### src/verilog/acq_pkg.sv
// acquisition package with shared widths, the register map and the sequencer states.
package acq_pkg;

  ////////////////////
  // widths.
  localparam int COUNT_W = 24;
  localparam int SAMPLE_W = 24;
  localparam int SEQ_W = 8;
  localparam int ADDR_W = 2;

  // cycle counts for the precharge pause and the aperture.
  typedef logic [COUNT_W-1:0] count_t;
  // a conversion result, the number of ones seen in the aperture.
  typedef logic [SAMPLE_W-1:0] sample_t;
  // running sample number, wraps at 256.
  typedef logic [SEQ_W-1:0] seq_t;
  typedef logic [ADDR_W-1:0] reg_addr_t;
  typedef logic [COUNT_W-1:0] reg_data_t;

  ////////////////////
  // register map. bit 0 of control is arm.
  localparam reg_addr_t REG_PRECHARGE = 2'd0;
  localparam reg_addr_t REG_APERTURE = 2'd1;
  localparam reg_addr_t REG_CONTROL = 2'd2;

  // sequencer states.
  typedef enum logic [2:0] {
    ST_START,
    ST_PRECHARGE_LOAD,
    ST_PRECHARGE_WAIT,
    ST_TRIGGER,
    ST_WAIT_ADC,
    ST_PARK
  } seq_state_t;

endpackage

### src/verilog/acq_regs.sv
// configuration register block, write-only, holding precharge, aperture and arm.
`timescale 1ns/100ps

module acq_regs #(
  parameter acq_pkg::count_t RESET_PRECHARGE = 24'd16,
  parameter acq_pkg::count_t RESET_APERTURE = 24'd64
) (
  input  logic               clk,
  input  logic               rst,

  // write port.
  input  logic               cfg_valid,
  input  acq_pkg::reg_addr_t cfg_addr,
  input  acq_pkg::reg_data_t cfg_data,
  output logic               cfg_ready,

  // configuration fields.
  output acq_pkg::count_t    precharge_count,
  output acq_pkg::count_t    aperture_count,
  output logic               arm
);

  logic cfg_write;

  // a write is taken on a valid/ready handshake.
  assign cfg_write = cfg_valid && cfg_ready;

  ////////////////////
  // register file.
  always_ff @(posedge clk)
  begin
    if (rst)
    begin
      // ready comes up on the first cycle out of reset.
      cfg_ready <= 1'b0;
      precharge_count <= RESET_PRECHARGE;
      aperture_count <= RESET_APERTURE;
      // armed at reset, so sampling starts on its own.
      arm <= 1'b1;
    end
    else
    begin
      // always able to take a write.
      cfg_ready <= 1'b1;
      if (cfg_write)
      begin
        case (cfg_addr)
          acq_pkg::REG_PRECHARGE:
            precharge_count <= cfg_data;
          acq_pkg::REG_APERTURE:
            aperture_count <= cfg_data;
          acq_pkg::REG_CONTROL:
            arm <= cfg_data[0];
          default:
            // unused address, accepted and dropped.
            ;
        endcase
      end
    end
  end

  ////////////////////
  // once the first cycle after reset is past, the port never stalls a write.
  a_ready_high: assert property (@(posedge clk) disable iff (rst)
    !$past(rst) |-> cfg_ready);

endmodule

### src/verilog/acq_sequencer.sv
// sample sequencer, precharge pause then converter trigger then wait, with arm edge control.
`timescale 1ns/100ps

module acq_sequencer (
  input  logic            clk,
  input  logic            rst,

  // configuration.
  input  logic            arm,
  input  acq_pkg::count_t precharge_count,

  // converter handshake.
  input  logic            measure_valid,
  output logic            measure_trig,

  // status.
  output logic            led,
  output logic [1:0]      monitor
);

  acq_pkg::seq_state_t state;
  acq_pkg::count_t     count_down;

  // arm history, {older, newer}.
  logic [1:0] arm_hist;
  logic       arm_rise;
  logic       arm_fall;

  assign arm_rise = (arm_hist == 2'b01);
  assign arm_fall = (arm_hist == 2'b10);

  // scope pins, trigger on bit 0 and converter valid on bit 1.
  assign monitor = {measure_valid, measure_trig};

  ////////////////////
  // state machine.
  always_ff @(posedge clk)
  begin
    if (rst)
    begin
      state <= acq_pkg::ST_START;
      count_down <= '0;
      measure_trig <= 1'b0;
      led <= 1'b0;
      // arm resets high, so no edge is seen on leaving reset.
      arm_hist <= 2'b11;
    end
    else
    begin
      arm_hist <= {arm_hist[0], arm};

      case (state)
        acq_pkg::ST_START:
          // one spare cycle, handy as a marker on the monitor.
          state <= acq_pkg::ST_PRECHARGE_LOAD;

        acq_pkg::ST_PRECHARGE_LOAD:
        begin
          count_down <= precharge_count;
          // one toggle per sample, so the rate shows on the led.
          led <= ~led;
          state <= acq_pkg::ST_PRECHARGE_WAIT;
        end

        acq_pkg::ST_PRECHARGE_WAIT:
        begin
          // precharge_count cycles in this state.
          if (count_down > acq_pkg::count_t'(1))
            count_down <= count_down - 1'b1;
          else
            state <= acq_pkg::ST_TRIGGER;
        end

        acq_pkg::ST_TRIGGER:
        begin
          // hold the trigger until the converter drops valid.
          measure_trig <= 1'b1;
          if (!measure_valid)
          begin
            measure_trig <= 1'b0;
            state <= acq_pkg::ST_WAIT_ADC;
          end
        end

        acq_pkg::ST_WAIT_ADC:
          // converter done, start the next precharge.
          if (measure_valid)
            state <= acq_pkg::ST_PRECHARGE_LOAD;

        acq_pkg::ST_PARK:
          // parked until a rising arm edge.
          ;

        default:
          state <= acq_pkg::ST_START;
      endcase

      // arm edges take priority over the case above.
      if (arm_rise)
      begin
        state <= acq_pkg::ST_PRECHARGE_LOAD;
        measure_trig <= 1'b0;
      end
      else if (arm_fall)
      begin
        // a conversion already started still runs to the end in the converter.
        state <= acq_pkg::ST_PARK;
        measure_trig <= 1'b0;
      end
    end
  end

  ////////////////////
  // the trigger only lives in the trigger state.
  a_trig_in_trigger: assert property (@(posedge clk) disable iff (rst)
    measure_trig |-> state == acq_pkg::ST_TRIGGER);

  // park holds while arm is low now and in the history.
  a_park_holds: assert property (@(posedge clk) disable iff (rst)
    (state == acq_pkg::ST_PARK && !arm && !arm_hist[0]) |=> state == acq_pkg::ST_PARK);

endmodule

### src/verilog/adc_counter.sv
// counting converter, totals the ones of the modulator bitstream over the aperture.
`timescale 1ns/100ps

module adc_counter (
  input  logic             clk,
  input  logic             rst,

  // trigger handshake.
  input  logic             measure_trig,
  output logic             measure_valid,

  // modulator bitstream.
  input  logic             bitstream,

  // configuration.
  input  acq_pkg::count_t  aperture_count,

  // result path.
  output acq_pkg::sample_t result,
  output logic             result_strobe
);

  typedef enum logic {
    ADC_IDLE,
    ADC_COUNT
  } adc_state_t;

  adc_state_t       state;
  // cycles left in the aperture, including the current one.
  acq_pkg::count_t  remaining;
  acq_pkg::sample_t accum;

  ////////////////////
  // control.
  always_ff @(posedge clk)
  begin
    if (rst)
    begin
      state <= ADC_IDLE;
      measure_valid <= 1'b1;
      result_strobe <= 1'b0;
    end
    else
    begin
      result_strobe <= 1'b0;
      case (state)
        ADC_IDLE:
          if (measure_trig)
          begin
            // busy from the next cycle.
            measure_valid <= 1'b0;
            state <= ADC_COUNT;
          end

        ADC_COUNT:
          // triggers are ignored here.
          if (remaining <= acq_pkg::count_t'(1))
          begin
            measure_valid <= 1'b1;
            result_strobe <= 1'b1;
            state <= ADC_IDLE;
          end

        default:
          state <= ADC_IDLE;
      endcase
    end
  end

  ////////////////////
  // datapath.
  always_ff @(posedge clk)
  begin
    if (state == ADC_IDLE)
    begin
      // latch the aperture at the start, later writes wait for the next one.
      remaining <= aperture_count;
      accum <= '0;
    end
    else
    begin
      remaining <= remaining - 1'b1;
      accum <= accum + acq_pkg::sample_t'(bitstream);
      // last aperture cycle, include this bit in the total.
      if (remaining <= acq_pkg::count_t'(1))
        result <= accum + acq_pkg::sample_t'(bitstream);
    end
  end

  ////////////////////
  // a result only comes with the return of valid.
  a_strobe_on_rise: assert property (@(posedge clk) disable iff (rst)
    result_strobe |-> measure_valid && !$past(measure_valid));

endmodule

### src/verilog/sample_out.sv
// sample output stage, one holding register with valid/ready, sequence stamp and overrun count.
`timescale 1ns/100ps

module sample_out (
  input  logic             clk,
  input  logic             rst,

  // from the converter.
  input  acq_pkg::sample_t result,
  input  logic             result_strobe,

  // sample port.
  input  logic             sample_ready,
  output logic             sample_valid,
  output acq_pkg::sample_t sample_data,
  output acq_pkg::seq_t    sample_seq,

  // results dropped under back-pressure.
  output logic [7:0]       overrun_count
);

  acq_pkg::seq_t seq_next;
  logic          transfer;
  logic          load;

  assign transfer = sample_valid && sample_ready;
  // register is free when empty, or when the held sample leaves this cycle.
  assign load = result_strobe && (!sample_valid || transfer);

  ////////////////////
  // control.
  always_ff @(posedge clk)
  begin
    if (rst)
    begin
      sample_valid <= 1'b0;
      seq_next <= '0;
      overrun_count <= '0;
    end
    else
    begin
      if (load)
        sample_valid <= 1'b1;
      else if (transfer)
        sample_valid <= 1'b0;

      // every result takes a number, kept or not.
      if (result_strobe)
      begin
        seq_next <= seq_next + 1'b1;
        if (!load)
          overrun_count <= overrun_count + 1'b1;
      end
    end
  end

  // holding register.
  always_ff @(posedge clk)
  begin
    if (load)
    begin
      sample_data <= result;
      sample_seq <= seq_next;
    end
  end

  ////////////////////
  // a stalled sample stays put.
  a_hold_stable: assert property (@(posedge clk) disable iff (rst)
    (sample_valid && !sample_ready) |=> $stable(sample_data) && $stable(sample_seq));

endmodule

### src/verilog/acq_top.sv
// acquisition top, joins the register block, sequencer, converter and output stage.
`timescale 1ns/100ps

module acq_top #(
  parameter acq_pkg::count_t RESET_PRECHARGE = 24'd16,
  parameter acq_pkg::count_t RESET_APERTURE = 24'd64
) (
  input  logic               clk,
  input  logic               rst,

  // register write port.
  input  logic               cfg_valid,
  input  acq_pkg::reg_addr_t cfg_addr,
  input  acq_pkg::reg_data_t cfg_data,
  output logic               cfg_ready,

  // modulator bitstream.
  input  logic               bitstream,

  // sample port.
  output logic               sample_valid,
  input  logic               sample_ready,
  output acq_pkg::sample_t   sample_data,
  output acq_pkg::seq_t      sample_seq,
  output logic [7:0]         overrun_count,

  // status.
  output logic               led,
  output logic [1:0]         monitor
);

  acq_pkg::count_t  precharge_count;
  acq_pkg::count_t  aperture_count;
  logic             arm;
  logic             measure_trig;
  logic             measure_valid;
  acq_pkg::sample_t result;
  logic             result_strobe;

  ////////////////////
  acq_regs #(
    .RESET_PRECHARGE (RESET_PRECHARGE),
    .RESET_APERTURE  (RESET_APERTURE)
  ) u_regs (
    .clk             (clk),
    .rst             (rst),
    .cfg_valid       (cfg_valid),
    .cfg_addr        (cfg_addr),
    .cfg_data        (cfg_data),
    .cfg_ready       (cfg_ready),
    .precharge_count (precharge_count),
    .aperture_count  (aperture_count),
    .arm             (arm)
  );

  acq_sequencer u_sequencer (
    .clk             (clk),
    .rst             (rst),
    .arm             (arm),
    .precharge_count (precharge_count),
    .measure_valid   (measure_valid),
    .measure_trig    (measure_trig),
    .led             (led),
    .monitor         (monitor)
  );

  adc_counter u_adc (
    .clk            (clk),
    .rst            (rst),
    .measure_trig   (measure_trig),
    .measure_valid  (measure_valid),
    .bitstream      (bitstream),
    .aperture_count (aperture_count),
    .result         (result),
    .result_strobe  (result_strobe)
  );

  sample_out u_out (
    .clk           (clk),
    .rst           (rst),
    .result        (result),
    .result_strobe (result_strobe),
    .sample_ready  (sample_ready),
    .sample_valid  (sample_valid),
    .sample_data   (sample_data),
    .sample_seq    (sample_seq),
    .overrun_count (overrun_count)
  );

endmodule

### config.mk
export PLATFORM = sky130hd
export DESIGN_NAME = acq_top
export DESIGN_NICKNAME = d
export VERILOG_FILES = /design/src/verilog/acq_pkg.sv /design/src/verilog/acq_regs.sv /design/src/verilog/acq_sequencer.sv /design/src/verilog/adc_counter.sv /design/src/verilog/sample_out.sv /design/src/verilog/acq_top.sv
export SDC_FILE = /design/constraint.sdc
export NUM_CORES = 1
export LEC_CHECK = 0
export BUFFER_PORTS_ARGS = -buffer_cell sky130_fd_sc_hd__buf_2
export CAP_MARGIN = 5
export CELL_PAD_IN_SITES_DETAIL_PLACEMENT = 1
export CELL_PAD_IN_SITES_GLOBAL_PLACEMENT = 1
export CORE_MARGIN = 2
export CORE_UTILIZATION = 45
export CTS_BUF_LIST = sky130_fd_sc_hd__clkbuf_8 sky130_fd_sc_hd__clkbuf_16
export CTS_CLUSTER_SIZE = 16
export DETAILED_ROUTE_END_ITERATION = 8
export GPL_ROUTABILITY_DRIVEN = 0
export PLACE_DENSITY = 0.88
export SLEW_MARGIN = 20
export SYNTH_ARGS = -nofsm -noshare
export SYNTH_HDL_FRONTEND = slang
export SYNTH_SLANG_ARGS = --single-unit
### constraint.sdc
create_clock -name clk -period 8.2 [get_ports clk]
set_clock_uncertainty 0.1 [all_clocks]
set_input_delay 0.41 -clock clk [delete_from_list [all_inputs] [get_ports clk]]
set_output_delay 0.41 -clock clk [all_outputs]
set_load 0.01 [all_outputs]
==> impl_metrics.toml <==
[clocking]
cts_made_buffers = 22
cts_tree = "built"
cts_sinks = 205
clkSlewWorstSetupHoldPaths_ps = 60
root_buffer = "clkbuf_16"
post_cts_buffers = 0
cts_resized = 0
holdBufCountCts = 0
cts-htree-levels = 1
worstSkewPairLatency_ps = 510
clock_path_buffers = 3

[power]
pwr_density_cell_nw_per_um2 = 324
switchingPower_mw = 1.14
vdd_ir_drop_max_mv = 0.196
p_seq_frac = 0.383
p_sw_frac = 0.361
power_frac_clock = 0.306
p_int_mw = 2.02
p_comb_frac = 0.311
leakage_nw = 3.57

[sta]
hold_viol_final = 0
slew_viol_final = 0
whs_ps = 37.6
tns_ps = 0
relSlewSlack = 0.312
setup_viol = 0
post-route-min-period_ps = 2650
fmax_mhz = 377
tightestPinTransition_ps = 1030
rsz0062_at_grt = "false"
fin_crit_sh = 0.323

[drt]
wl_met2_um = 10400
drc = 0
drt-met1-wl_um = 9260
first_pass_iters = 4
wl_per_cell_um = 17.4
top_layer_used = "met4"
ant_nets = 0
post_drt_via_cell_ratio = 5.56
wl_um = 20800
dr_total_vias = 6669
met3_length_um = 671
drtIter0Drc = 373

[global_routing]
grt_use_total = 0.207
antenna_found_initial = 0
grt_max_degree = 94
gr-total-overflow = 0
first_global_vias = 6746
grt_pass1_wl_um = 33700

[synthesis]
yosysWarnings = 0
synthCells = 894
syn-num-nets = 935
ys_top_cells_by_area = "dfxtp_1 (35%), edfxtp_1 (20%), nand2_1 (6.5%), a21oi_1 (6.3%), xor2_1 (3.4%)"
yosys-top-cells-count = "dfxtp_1 (149), nand2_1 (147), a21oi_1 (108)"
syn_area_um2 = 8540
ys_async_sr_fraction = 0
synth_edf_count = 56
synth_flop_cell = "dfxtp_1"
synthDistinctLibCells = 66
post-synth-top-count-cell = "dfxtp_1"
yosysTopAreaCellShare = 0.349
ys_ff_latch = 205
synth_seq_area_share = 0.546
syn_area_per_cell_um2 = 9.55
synth_area_leader_cell = "dfxtp_1"

[min_path]
holdCritPathClass = "in -> reg"
worstHoldStart = "cfg_data[6]"

[floorplan]
pin_count = 76
die_y_um = 142
fp.dieW_um = 142
rows = 50
die-area_um2 = 20100
coreArea_um2 = 18600
initial_core_util = 0.458

[worst_setup_path]
r2r_slack_ps = 5550
worst_setup_path_start_kind = "flip-flop"
crit_end = "u_adc.result[17]$_DFFE_PP_"
reg2reg_from = "u_adc.remaining[10]$_DFF_P_"
r2r-end = "u_adc.result[17]$_DFFE_PP_"
arrival_ps = 2700
crit_start = "u_adc.remaining[10]$_DFF_P_"
crit_fanout = 27
worstPathRequired_ps = 8240
cp-end-kind = "flip-flop"
rr_worst_depth = 3
critical_path_class = "reg -> reg"

[placement]
dp_hpwl_um = 14000
port_buffers = 75

[status]
status = "complete, no violations"

[finish]
area_delta_synth_final_pct = 14.2
drive_gt1_frac = 0.140
num-fill-cells = 2139
layout.nets = 989

[job]
drv_cap = 0
[area by class of cell]
class                           count  area, µm²  share of cell area
Clock inverter                     16        129              0.0132
Multi-Input combinational cell    625       3610               0.370
Sequential cell                   205       4670               0.479
Tap cell                          234        293              0.0300
Clock buffer                       24        578              0.0593
Antenna cell                        1       2.50            0.000257
Inverter                           13       48.8             0.00501
Timing Repair Buffer               81        420              0.0431
[per-stage QoR]
stage          setup slack, ps   util  cells  cell area (µm²)  total power [mW]
2_1_floorplan             4650      -    894             8540              1.94
3_5_place_dp              5160  0.485   1158             9040              2.19
4_1_cts                   5140  0.523   1198             9740              3.16
6_report                  5550  0.523   1199             9750              3.15
5_1_grt                   5340  0.523   1198             9750              3.33
3_3_place_gp              5270  0.485   1158             9040              2.17
[routing by layer]
layer	vias to the layer above	GRT usage
met2	135	0.377
met5	-	0
li1	3257	-
met4	0	0.0537
met3	35	0.0267
met1	3242	0.258
[power by group through the flow]
stage / clock (mW) / sequential, mW / combinational [mW]
finish: 0.965 / 1.21 / 0.981
global route: 1.03 / 1.22 / 1.09
CTS: 0.984 / 1.21 / 0.974
detailed placement: 0 / 1.23 / 0.967
global placement: 0 / 1.22 / 0.945
floorplan: 0 / 1.20 / 0.742
[logic make-up after synthesis]
group / synth area share
buffers and inverters: 0.0339
adders and majority gates: 0.0147
DFF: 0.546
AOI/OAI and AO/OA: 0.123
muxes: 0.00586
xor gates and xnor gates: 0.0575
and+or+nand+nor: 0.219
[worst min-delay path by stage]
stage                                              end  slack (ps)  cells past startpoint
6_report         u_regs.aperture_count[6]$_SDFFE_PP1P_          40                      3
5_1_grt        u_regs.precharge_count[20]$_SDFFE_PP0P_          60                      3
4_1_cts          u_regs.aperture_count[6]$_SDFFE_PP1P_          20                      3
3_5_place_dp           u_out.sample_data[11]$_DFFE_PP_         310                      0
3_3_place_gp           u_out.sample_data[11]$_DFFE_PP_         300                      0
2_1_floorplan           u_out.sample_data[0]$_DFFE_PP_         300                      0
[flip-flops by register name, indices dropped and copies added (netlist names), 24 cells and up]
signal,flops
u_adc.accum,24
u_adc.remaining,24
u_adc.result,24
u_out.sample_data,24
u_regs.aperture_count,24
u_regs.precharge_count,24
u_sequencer.count_down,24
[critical path: stages (launching register included)]
cell     delay, ps
dfxtp_1        330
or4_1          630
nor3_2         490
and3_2         740
[placed cells by master (no fill, tap or decap), drive strengths merged, types with 3 or more instances in the layout]
master and n:
dfxtp 149, nand2 148, a21oi 108, buf 81
nor2 68, edfxtp 56, xor2 33, and2 29
nor3 28, nand3 24, clkbuf 24, xnor2 23
inv 19, o21ai 18, nand4 13, or3 12
o31ai 11, ha 10, nor4 10, and3 9
a31oi 8, clkinv 8, nor3b 6, or4 5
mux2i 5, o32ai 5, and4 5, a32oi 4
nor4b 4, nor2b 3, nand2b 3, a21boi 3
No activity file was read; power rests on OpenSTA's default activity.
